--- config.mk ---
export PLATFORM = sky130hd
export DESIGN_NAME = mpd_top
export DESIGN_NICKNAME = d
export VERILOG_FILES = /design/src/hw/mpd_pkg.sv /design/src/hw/buf_if.sv /design/src/hw/frame_receiver.sv /design/src/hw/frame_transmitter.sv /design/src/hw/mpd_top.sv /design/src/hw/packet_buffer.sv /design/src/hw/sync_fifo.sv
export SDC_FILE = /design/constraint.sdc
export NUM_CORES = 2
export LEC_CHECK = 0
export BUFFER_PORTS_ARGS = -buffer_cell sky130_fd_sc_hd__buf_2
export CAP_MARGIN = 10
export CORE_UTILIZATION = 45
export CTS_BUF_LIST = sky130_fd_sc_hd__clkbuf_8
export DETAILED_ROUTE_END_ITERATION = 7
export PLACE_DENSITY_LB_ADDON = 0.2
export SLEW_MARGIN = 20
export SYNTH_ARGS = -nofsm -noshare
export SYNTH_HDL_FRONTEND = slang
export SYNTH_HIERARCHICAL = 1
export SYNTH_SLANG_ARGS = --single-unit
--- constraint.sdc ---
create_clock -name CLK -period 8.5 [get_ports CLK]
set_clock_uncertainty 0.05 [all_clocks]
set_input_delay 2.55 -clock CLK [delete_from_list [all_inputs] [get_ports CLK]]
set_output_delay 2.55 -clock CLK [all_outputs]
set_load 0.05 [all_outputs]
--- src/hw/mpd_pkg.sv ---
package mpd_pkg;

  // ============================================================
  // Stream and tuple field types
  // ============================================================
  typedef logic [7:0]  byte_t;
  typedef logic [31:0] ipv4_addr_t;
  typedef logic [15:0] l4_port_t;
  typedef logic [7:0]  ip_proto_t;
  typedef logic [0:0]  slot_id_t;
  typedef logic [5:0]  buf_addr_t;
  // Holds 0 to 64, one bit wider than a byte address
  typedef logic [6:0]  frame_len_t;

  // ============================================================
  // Buffer geometry and frame limits
  // ============================================================
  localparam int NUM_SLOTS     = 2;
  localparam int MAX_FRAME_LEN = 64;
  localparam int MIN_FRAME_LEN = 38;

  // Byte offsets in an untagged Ethernet frame carrying IPv4 without options
  localparam int OFS_PROTO    = 23;
  localparam int OFS_SRC_IP   = 26;
  localparam int OFS_DST_IP   = 30;
  localparam int OFS_SRC_PORT = 34;
  localparam int OFS_DST_PORT = 36;

  // ============================================================
  // Firewall words
  // ============================================================
  localparam int HDR_W = 105;
  localparam int RES_W = 2;

  // Header layout, from the bottom up
  localparam int HDR_SLOT_LSB     = 0;
  localparam int HDR_SRC_PORT_LSB = 1;
  localparam int HDR_SRC_IP_LSB   = 17;
  localparam int HDR_PROTO_LSB    = 49;
  localparam int HDR_DST_PORT_LSB = 57;
  localparam int HDR_DST_IP_LSB   = 73;

  // Verdict layout
  localparam int RES_PASS_BIT = 0;
  localparam int RES_SLOT_BIT = 1;

  typedef logic [HDR_W-1:0] fw_header_t;
  typedef logic [RES_W-1:0] fw_result_t;

  typedef enum logic [1:0] {
    TX_IDLE,
    TX_FETCH,
    TX_SEND
  } tx_state_t;

endpackage

--- src/hw/buf_if.sv ---
`timescale 1ns/1ps

// ============================================================
// Write side of the packet buffer
// ============================================================
interface buf_wr_if;
  import mpd_pkg::*;

  // Receiver to buffer
  logic       alloc;
  logic       wr_en;
  buf_addr_t  addr;
  byte_t      data;
  logic       commit;
  logic       abort;
  frame_len_t len;

  // Buffer to receiver, lowest free slot and whether any is free
  slot_id_t   free_slot;
  logic       slot_avail;

  modport wr  (output alloc, wr_en, addr, data, commit, abort, len,
               input  free_slot, slot_avail);
  modport mem (input  alloc, wr_en, addr, data, commit, abort, len,
               output free_slot, slot_avail);
endinterface

// ============================================================
// Read side of the packet buffer
// ============================================================
interface buf_rd_if;
  import mpd_pkg::*;

  // Transmitter to buffer
  slot_id_t   slot;
  buf_addr_t  addr;
  logic       release_stb;

  // Combinational read back
  byte_t      data;
  frame_len_t len;

  modport rd  (output slot, addr, release_stb, input  data, len);
  modport mem (input  slot, addr, release_stb, output data, len);
endinterface

--- src/hw/frame_receiver.sv ---
`timescale 1ns/1ps

module frame_receiver (
  input  logic                CLK,
  input  logic                RST_N,
  input  mpd_pkg::byte_t      rx_data,
  input  logic                rx_valid,
  input  logic                rx_last,
  buf_wr_if.wr                wr,
  output logic                hdr_push,
  output mpd_pkg::fw_header_t hdr_data
);
  import mpd_pkg::*;

  // Index of the byte now on rx_data, saturates at MAX_FRAME_LEN
  frame_len_t idx;
  logic       claimed;
  slot_id_t   cur_slot;
  logic       first;
  logic       overflow;
  logic       in_window;

  // Tuple registers and their values after this cycle's byte
  ip_proto_t  proto_q;
  ip_proto_t  proto_nxt;
  ipv4_addr_t src_ip_q;
  ipv4_addr_t src_ip_nxt;
  ipv4_addr_t dst_ip_q;
  ipv4_addr_t dst_ip_nxt;
  l4_port_t   src_port_q;
  l4_port_t   src_port_nxt;
  l4_port_t   dst_port_q;
  l4_port_t   dst_port_nxt;

  // ============================================================
  // Frame control
  // ============================================================
  assign first     = (idx == '0);
  // A byte seen at the saturated index means the frame overran its slot
  assign overflow  = (idx == frame_len_t'(MAX_FRAME_LEN));
  assign in_window = !overflow && (idx >= frame_len_t'(MIN_FRAME_LEN - 1));

  // Single-byte frames never claim a slot
  assign wr.alloc  = rx_valid && first && !rx_last && wr.slot_avail;
  assign wr.wr_en  = rx_valid && (claimed || wr.alloc) && !overflow;
  assign wr.addr   = buf_addr_t'(idx);
  assign wr.data   = rx_data;
  assign wr.commit = rx_valid && rx_last && claimed && in_window;
  assign wr.abort  = rx_valid && rx_last && claimed && !in_window;
  assign wr.len    = idx + frame_len_t'(1);
  assign hdr_push  = wr.commit;

  always_ff @(posedge CLK or negedge RST_N) begin
    if (!RST_N) begin
      idx      <= '0;
      claimed  <= 1'b0;
      cur_slot <= '0;
    end else if (rx_valid) begin
      if (rx_last) begin
        idx     <= '0;
        claimed <= 1'b0;
      end else begin
        if (!overflow) begin
          idx <= idx + frame_len_t'(1);
        end
        // No free slot here leaves the frame skipped until rx_last
        if (wr.alloc) begin
          claimed  <= 1'b1;
          cur_slot <= wr.free_slot;
        end
      end
    end
  end

  // ============================================================
  // Tuple extraction
  // ============================================================
  always_comb begin
    proto_nxt    = proto_q;
    src_ip_nxt   = src_ip_q;
    dst_ip_nxt   = dst_ip_q;
    src_port_nxt = src_port_q;
    dst_port_nxt = dst_port_q;
    if (rx_valid) begin
      if (idx == frame_len_t'(OFS_PROTO)) begin
        proto_nxt = rx_data;
      end
      // Multi-byte fields arrive in network order, MSB first
      if (idx >= frame_len_t'(OFS_SRC_IP) && idx < frame_len_t'(OFS_SRC_IP + 4)) begin
        src_ip_nxt = {src_ip_q[23:0], rx_data};
      end
      if (idx >= frame_len_t'(OFS_DST_IP) && idx < frame_len_t'(OFS_DST_IP + 4)) begin
        dst_ip_nxt = {dst_ip_q[23:0], rx_data};
      end
      if (idx >= frame_len_t'(OFS_SRC_PORT) && idx < frame_len_t'(OFS_SRC_PORT + 2)) begin
        src_port_nxt = {src_port_q[7:0], rx_data};
      end
      if (idx >= frame_len_t'(OFS_DST_PORT) && idx < frame_len_t'(OFS_DST_PORT + 2)) begin
        dst_port_nxt = {dst_port_q[7:0], rx_data};
      end
    end
  end

  always_ff @(posedge CLK) begin
    proto_q    <= proto_nxt;
    src_ip_q   <= src_ip_nxt;
    dst_ip_q   <= dst_ip_nxt;
    src_port_q <= src_port_nxt;
    dst_port_q <= dst_port_nxt;
  end

  // Built from the next values so a 38-byte frame's final port byte is included
  always_comb begin
    hdr_data = '0;
    hdr_data[HDR_DST_IP_LSB +: $bits(ipv4_addr_t)]   = dst_ip_nxt;
    hdr_data[HDR_DST_PORT_LSB +: $bits(l4_port_t)]   = dst_port_nxt;
    hdr_data[HDR_PROTO_LSB +: $bits(ip_proto_t)]     = proto_nxt;
    hdr_data[HDR_SRC_IP_LSB +: $bits(ipv4_addr_t)]   = src_ip_nxt;
    hdr_data[HDR_SRC_PORT_LSB +: $bits(l4_port_t)]   = src_port_nxt;
    hdr_data[HDR_SLOT_LSB +: $bits(slot_id_t)]       = cur_slot;
  end

  // Bytes after the first go to a slot the buffer still holds busy
  a_wr_claimed: assert property (@(posedge CLK) disable iff (!RST_N)
    wr.wr_en && !wr.alloc |-> !(wr.slot_avail && wr.free_slot == cur_slot));

endmodule

--- src/hw/frame_transmitter.sv ---
`timescale 1ns/1ps

module frame_transmitter (
  input  logic                CLK,
  input  logic                RST_N,
  input  mpd_pkg::fw_result_t res_data,
  input  logic                res_valid,
  output logic                res_pop,
  buf_rd_if.rd                rd,
  output mpd_pkg::byte_t      tx_data,
  output logic                tx_valid,
  output logic                tx_last,
  input  logic                tx_ready
);
  import mpd_pkg::*;

  tx_state_t state;
  tx_state_t state_nxt;
  // Slot and byte address of the frame on the wire
  slot_id_t  slot_q;
  buf_addr_t idx;
  logic      is_pass;
  logic      tx_done;

  // ============================================================
  // Verdict dispatch and slot release
  // ============================================================
  assign is_pass = res_data[RES_PASS_BIT];
  assign res_pop = (state == TX_IDLE) && res_valid;
  assign tx_done = (state == TX_SEND) && tx_ready && tx_last;

  // Idle reads address the verdict's slot so a drop can release it at once
  assign rd.slot        = (state == TX_IDLE) ? slot_id_t'(res_data[RES_SLOT_BIT]) : slot_q;
  assign rd.addr        = idx;
  assign rd.release_stb = (res_pop && !is_pass) || tx_done;

  // A byte is offered for the whole SEND state
  assign tx_valid = (state == TX_SEND);

  // ============================================================
  // Transmit FSM
  // ============================================================
  always_comb begin
    state_nxt = state;
    case (state)
      TX_IDLE: begin
        if (res_pop && is_pass) begin
          state_nxt = TX_FETCH;
        end
      end
      TX_FETCH: begin
        state_nxt = TX_SEND;
      end
      TX_SEND: begin
        if (tx_ready) begin
          state_nxt = tx_last ? TX_IDLE : TX_FETCH;
        end
      end
      default: begin
        state_nxt = TX_IDLE;
      end
    endcase
  end

  always_ff @(posedge CLK or negedge RST_N) begin
    if (!RST_N) begin
      state   <= TX_IDLE;
      slot_q  <= '0;
      idx     <= '0;
      tx_last <= 1'b0;
    end else begin
      state <= state_nxt;
      if (res_pop && is_pass) begin
        slot_q <= res_data[RES_SLOT_BIT];
        idx    <= '0;
      end
      // Last byte is the one at stored length minus one
      if (state == TX_FETCH) begin
        tx_last <= ((frame_len_t'(idx) + frame_len_t'(1)) == rd.len);
      end
      if (state == TX_SEND && tx_ready && !tx_last) begin
        idx <= idx + 1'b1;
      end
    end
  end

  // Output byte latched once per FETCH, held through SEND
  always_ff @(posedge CLK) begin
    if (state == TX_FETCH) begin
      tx_data <= rd.data;
    end
  end

  a_tx_hold: assert property (@(posedge CLK) disable iff (!RST_N)
    tx_valid && !tx_ready |=> tx_valid && $stable(tx_data) && $stable(tx_last));

endmodule

--- src/hw/mpd_top.sv ---
`timescale 1ns/1ps

module mpd_top (
  input  logic                CLK,
  input  logic                RST_N,
  input  mpd_pkg::byte_t      rx_data,
  input  logic                rx_valid,
  input  logic                rx_last,
  output mpd_pkg::byte_t      tx_data,
  output logic                tx_valid,
  output logic                tx_last,
  input  logic                tx_ready,
  output mpd_pkg::fw_header_t header_data,
  output logic                header_valid,
  input  logic                header_ready,
  input  mpd_pkg::fw_result_t result_data,
  input  logic                result_valid,
  output logic                result_ready
);
  import mpd_pkg::*;

  // Receiver to header queue
  logic       hdr_push;
  fw_header_t hdr_word;
  logic       hdr_pop;

  // Result queue to transmitter
  logic       res_push;
  fw_result_t res_word;
  logic       res_valid;
  logic       res_pop;

  buf_wr_if wr_bus ();
  buf_rd_if rd_bus ();

  // ============================================================
  // Datapath blocks
  // ============================================================
  frame_receiver u_rx (
    .CLK      (CLK),
    .RST_N    (RST_N),
    .rx_data  (rx_data),
    .rx_valid (rx_valid),
    .rx_last  (rx_last),
    .wr       (wr_bus.wr),
    .hdr_push (hdr_push),
    .hdr_data (hdr_word)
  );

  packet_buffer u_buf (
    .CLK   (CLK),
    .RST_N (RST_N),
    .wr    (wr_bus.mem),
    .rd    (rd_bus.mem)
  );

  frame_transmitter u_tx (
    .CLK       (CLK),
    .RST_N     (RST_N),
    .res_data  (res_word),
    .res_valid (res_valid),
    .res_pop   (res_pop),
    .rd        (rd_bus.rd),
    .tx_data   (tx_data),
    .tx_valid  (tx_valid),
    .tx_last   (tx_last),
    .tx_ready  (tx_ready)
  );

  // ============================================================
  // Firewall queues, one entry per slot each
  // ============================================================
  assign hdr_pop  = header_valid && header_ready;
  assign res_push = result_valid && result_ready;

  sync_fifo #(.WIDTH(HDR_W), .DEPTH(NUM_SLOTS)) u_hdr_q (
    .CLK       (CLK),
    .RST_N     (RST_N),
    .push      (hdr_push),
    .push_data (hdr_word),
    .pop       (hdr_pop),
    .pop_data  (header_data),
    .not_empty (header_valid),
    .not_full  ()
  );

  sync_fifo #(.WIDTH(RES_W), .DEPTH(NUM_SLOTS)) u_res_q (
    .CLK       (CLK),
    .RST_N     (RST_N),
    .push      (res_push),
    .push_data (result_data),
    .pop       (res_pop),
    .pop_data  (res_word),
    .not_empty (res_valid),
    .not_full  (result_ready)
  );

endmodule

--- src/hw/packet_buffer.sv ---
`timescale 1ns/1ps

module packet_buffer (
  input logic   CLK,
  input logic   RST_N,
  buf_wr_if.mem wr,
  buf_rd_if.mem rd
);
  import mpd_pkg::*;

  // ============================================================
  // Slot storage and bookkeeping
  // ============================================================
  byte_t                mem   [NUM_SLOTS][MAX_FRAME_LEN];
  frame_len_t           len_q [NUM_SLOTS];
  logic [NUM_SLOTS-1:0] busy;
  // Slot owned by the frame being received
  slot_id_t             wr_slot;
  slot_id_t             cur_wr;

  // Lowest free slot wins, scanned from the top down
  always_comb begin
    wr.free_slot = '0;
    for (int i = NUM_SLOTS - 1; i >= 0; i--) begin
      if (!busy[i]) begin
        wr.free_slot = slot_id_t'(i);
      end
    end
  end

  assign wr.slot_avail = ~&busy;

  // The first byte lands in the same cycle as its alloc
  assign cur_wr = wr.alloc ? wr.free_slot : wr_slot;

  always_ff @(posedge CLK) begin
    if (wr.wr_en) begin
      mem[cur_wr][wr.addr] <= wr.data;
    end
    if (wr.commit) begin
      len_q[wr_slot] <= wr.len;
    end
  end

  // Busy from alloc until abort or release
  always_ff @(posedge CLK or negedge RST_N) begin
    if (!RST_N) begin
      busy    <= '0;
      wr_slot <= '0;
    end else begin
      if (wr.alloc) begin
        busy[wr.free_slot] <= 1'b1;
        wr_slot            <= wr.free_slot;
      end
      if (wr.abort) begin
        busy[wr_slot] <= 1'b0;
      end
      if (rd.release_stb) begin
        busy[rd.slot] <= 1'b0;
      end
    end
  end

  // Read port for the transmitter
  assign rd.data = mem[rd.slot][rd.addr];
  assign rd.len  = len_q[rd.slot];

  a_alloc_free: assert property (@(posedge CLK) disable iff (!RST_N)
    wr.alloc |-> wr.slot_avail);
  a_release_busy: assert property (@(posedge CLK) disable iff (!RST_N)
    rd.release_stb |-> busy[rd.slot]);

endmodule

--- src/hw/sync_fifo.sv ---
`timescale 1ns/1ps

module sync_fifo #(
  parameter int WIDTH = 8,
  parameter int DEPTH = 2
) (
  input  logic             CLK,
  input  logic             RST_N,
  input  logic             push,
  input  logic [WIDTH-1:0] push_data,
  input  logic             pop,
  output logic [WIDTH-1:0] pop_data,
  output logic             not_empty,
  output logic             not_full
);

  // Storage, written at wr_ptr and read at rd_ptr
  logic [WIDTH-1:0]             mem [DEPTH];
  logic [$clog2(DEPTH)-1:0]     wr_ptr;
  logic [$clog2(DEPTH)-1:0]     rd_ptr;
  logic [$clog2(DEPTH+1)-1:0]   count;

  assign pop_data  = mem[rd_ptr];
  assign not_empty = (count != '0);
  assign not_full  = (int'(count) != DEPTH);

  always_ff @(posedge CLK) begin
    if (push) begin
      mem[wr_ptr] <= push_data;
    end
  end

  // Pointers wrap at DEPTH, which need not be a power of two
  always_ff @(posedge CLK or negedge RST_N) begin
    if (!RST_N) begin
      wr_ptr <= '0;
      rd_ptr <= '0;
      count  <= '0;
    end else begin
      if (push) begin
        wr_ptr <= (int'(wr_ptr) == DEPTH - 1) ? '0 : wr_ptr + 1'b1;
      end
      if (pop) begin
        rd_ptr <= (int'(rd_ptr) == DEPTH - 1) ? '0 : rd_ptr + 1'b1;
      end
      if (push && !pop) begin
        count <= count + 1'b1;
      end else if (pop && !push) begin
        count <= count - 1'b1;
      end
    end
  end

  a_no_overflow: assert property (@(posedge CLK) disable iff (!RST_N) push |-> not_full);
  a_no_underflow: assert property (@(posedge CLK) disable iff (!RST_N) pop |-> not_empty);

endmodule

==> flow_metrics.env <==
export IMPL_outcome="complete, no violations"
export IMPL_nets=2704
export IMPL_hold_violations=0
export IMPL_dieArea_um2=120600
export IMPL_drc=0
export IMPL_path_cells="buf_4 -> mux2_2 -> buf_2"
export IMPL_crit_slowest_cell="buf_4"
export IMPL_first_pass_iters=5
export IMPL_multi_input_area_um2=12240
export IMPL_cts_max_path_buffers=3
export IMPL_grt_use_total_pct=19.99
export IMPL_cp_num_cells=3
export IMPL_r2r_start="u_rx/idx[0]"
export IMPL_antenna_found_initial=4
export IMPL_crit_end="header_data[21]"
export IMPL_powerDensity_nw_per_um2=305.8
export IMPL_io_pins=134
export IMPL_clkTransAtPathRegs_ps=60
export IMPL_hold_class="register to register"
export IMPL_r2r_end="u_buf/mem[1][386]"
export IMPL_rrSetupSlack_ps=3290
export IMPL_ys_warn_count=6
export IMPL_hpwl_mm=72.34
export IMPL_rows=126
export IMPL_cts_setup_buffers=0
export IMPL_crit_family="buffers and inverters"
export IMPL_required_ps=5900
export IMPL_grt_start_max_net_pins=90
export IMPL_synthesis_nets=2462
export IMPL_grt_pass1_vias=26340
export IMPL_crit_path_start="u_hdr_q/rd_ptr"
export IMPL_cp_start_kind="register"
export IMPL_fin_setup_tns_ps=0
export IMPL_max_freq_mhz=181.0
export IMPL_syn_inst=2438
export IMPL_fp_dieW_um=347.3
export IMPL_drive_above_1_share_pct=36.87
export IMPL_period_share_pct=64.99
export IMPL_gp_congestion=0.8121
export IMPL_initial_core_util_pct=45.44
export IMPL_grt_setup_unrepaired="no"
export IMPL_setup_violations=0
export IMPL_synth_area_um2=53660
export IMPL_path_max_fanout=51
export IMPL_h_tree_depth=4
export IMPL_fin_crit_ps=5524
export IMPL_io_buffers=133
export IMPL_regArea_um2=40680
export IMPL_cts_tree="done"
export IMPL_drv_slew=0
export IMPL_fill_cells=9179
export IMPL_core_area_um2=118100
export IMPL_cts_hold_buf=0
export IMPL_p_leak_nw=19.54
export IMPL_routed_wl_mm=119.0
export IMPL_max_cap_violations=0
export IMPL_drtIter0Drc=2066
export IMPL_area_delta_synth_final_pct=11.94
export IMPL_ant_nets=0
export IMPL_slowest_delay_ps=710
export IMPL_cts_resized=0
export IMPL_clk_latency_ps=870
export IMPL_rr_worst_depth=8
export IMPL_grt_pass1_wl_mm=176.6
export IMPL_routedWlPerCell_um=27.10
export IMPL_cts_root_buf="clkbuf_8"
export IMPL_maxSlewHeadroom_pct=23.47
export IMPL_routed_via_count=25010
export IMPL_hold_ws_ps=418.1
export IMPL_grt_overflow=0
export IMPL_die_h_um=347.3
export IMPL_cts_buffers=212
export IMPL_vias_per_cell=5.696
export IMPL_vdd_ir_drop_max_mv=0.3000
export IMPL_cts_sinks=1394
export IMPL_path_class="register to output port"
export IMPL_cp_end_kind="output port"
export IMPL_worst_pin_slew_ps=1139
export IMPL_syn_area_per_cell_um2=22.01
export IMPL_crit_arrival_ps=2920
export IMPL_worst_path_buf_inv=2
==> state kept, by name, summed over array words and instances, names as in the netlist, 4 cells and up <==
signal and flops:
u_buf/mem 1024, u_hdr_q/mem 210, u_rx/dst_ip_q 32, u_rx/src_ip_q 32, u_rx/dst_port_q 16, u_rx/src_port_q 16, u_buf/len_q 14, u_rx/proto_q 8
u_tx/tx_data 8, u_rx/idx 7, u_tx/rd.addr 6, u_res_q/mem 4
==> layout make-up <==
class / count / area share (%)
multi-input combinational: 888 / 20.38
clock buffer: 242 / 5.545
sequential: 1394 / 67.73
inverter: 15 / 0.09374
clock inverter: 145 / 1.404
tap: 1536 / 3.200
timing repair buffer: 169 / 1.639
antenna: 1 / 0.004166
==> per-layer routing <==
layer | vias up | share of wire, % | GRT usage, %
met3 | 163 | 8.1 | 5.188
li1 | 10550 | - | -
met1 | 13340 | 41 | 27.08
met5 | - | 0 | 0
met4 | 0 | 1.9 | 5.554
met2 | 955 | 49 | 32.13
==> placed cells by master, fill, tap and decap left out, types with 8 or more instances in the layout <==
cell type	instances
edfxtp_1	1260
mux4_2	336
clkbuf_8	242
mux2_2	176
nor2_1	127
buf_2	125
dfxtp_1	104
inv_1	77
mux2_4	50
buf_4	41
clkinv_1	36
clkinv_2	28
dfrtp_1	26
nand2_1	21
nand3_1	18
xor2_1	14
nor3_1	11
xnor2_1	9
o21ai_0	9
bufinv_16	8
nand4_1	8
nor3_2	8
==> per-stage QoR <==
stage                     util (%)  cell area (um2)  setup slack (ps)  instances  power (mW)
final                        50.87            60070              2976       4390       18.37
after detailed placement     47.31            55860              2468       4002       13.25
after floorplan                  -            53660              1824       2438       11.90
after global routing         50.87            60070              2825       4390       19.08
after global placement       47.29            55840              1369       4001       13.21
after CTS                    50.84            60030              2872       4389       18.61
==> power by group <==
group          total (mW)  switching (mW)  leakage, nW  internal (mW)
logic                5.34            3.10         4.55           2.24
clock network        5.35            2.51         2.37           2.84
registers            7.68           0.127         12.6           7.55
total                18.4            5.74         19.5           12.6
==> how the worst min path moves through the flow <==
stage	start	endpoint	depth (start not counted)
5_1_grt	u_hdr_q/count[1]	u_hdr_q/count[1]	1
4_1_cts	u_hdr_q/count[1]	u_hdr_q/count[1]	1
3_5_place_dp	u_hdr_q/count[1]	u_hdr_q/count[1]	1
2_1_floorplan	u_hdr_q/count[1]	u_hdr_q/count[1]	1
6_report	u_hdr_q/count[1]	u_hdr_q/count[1]	1
3_3_place_gp	u_hdr_q/count[1]	u_hdr_q/count[1]	1
No activity file was read; power rests on OpenSTA's default activity.
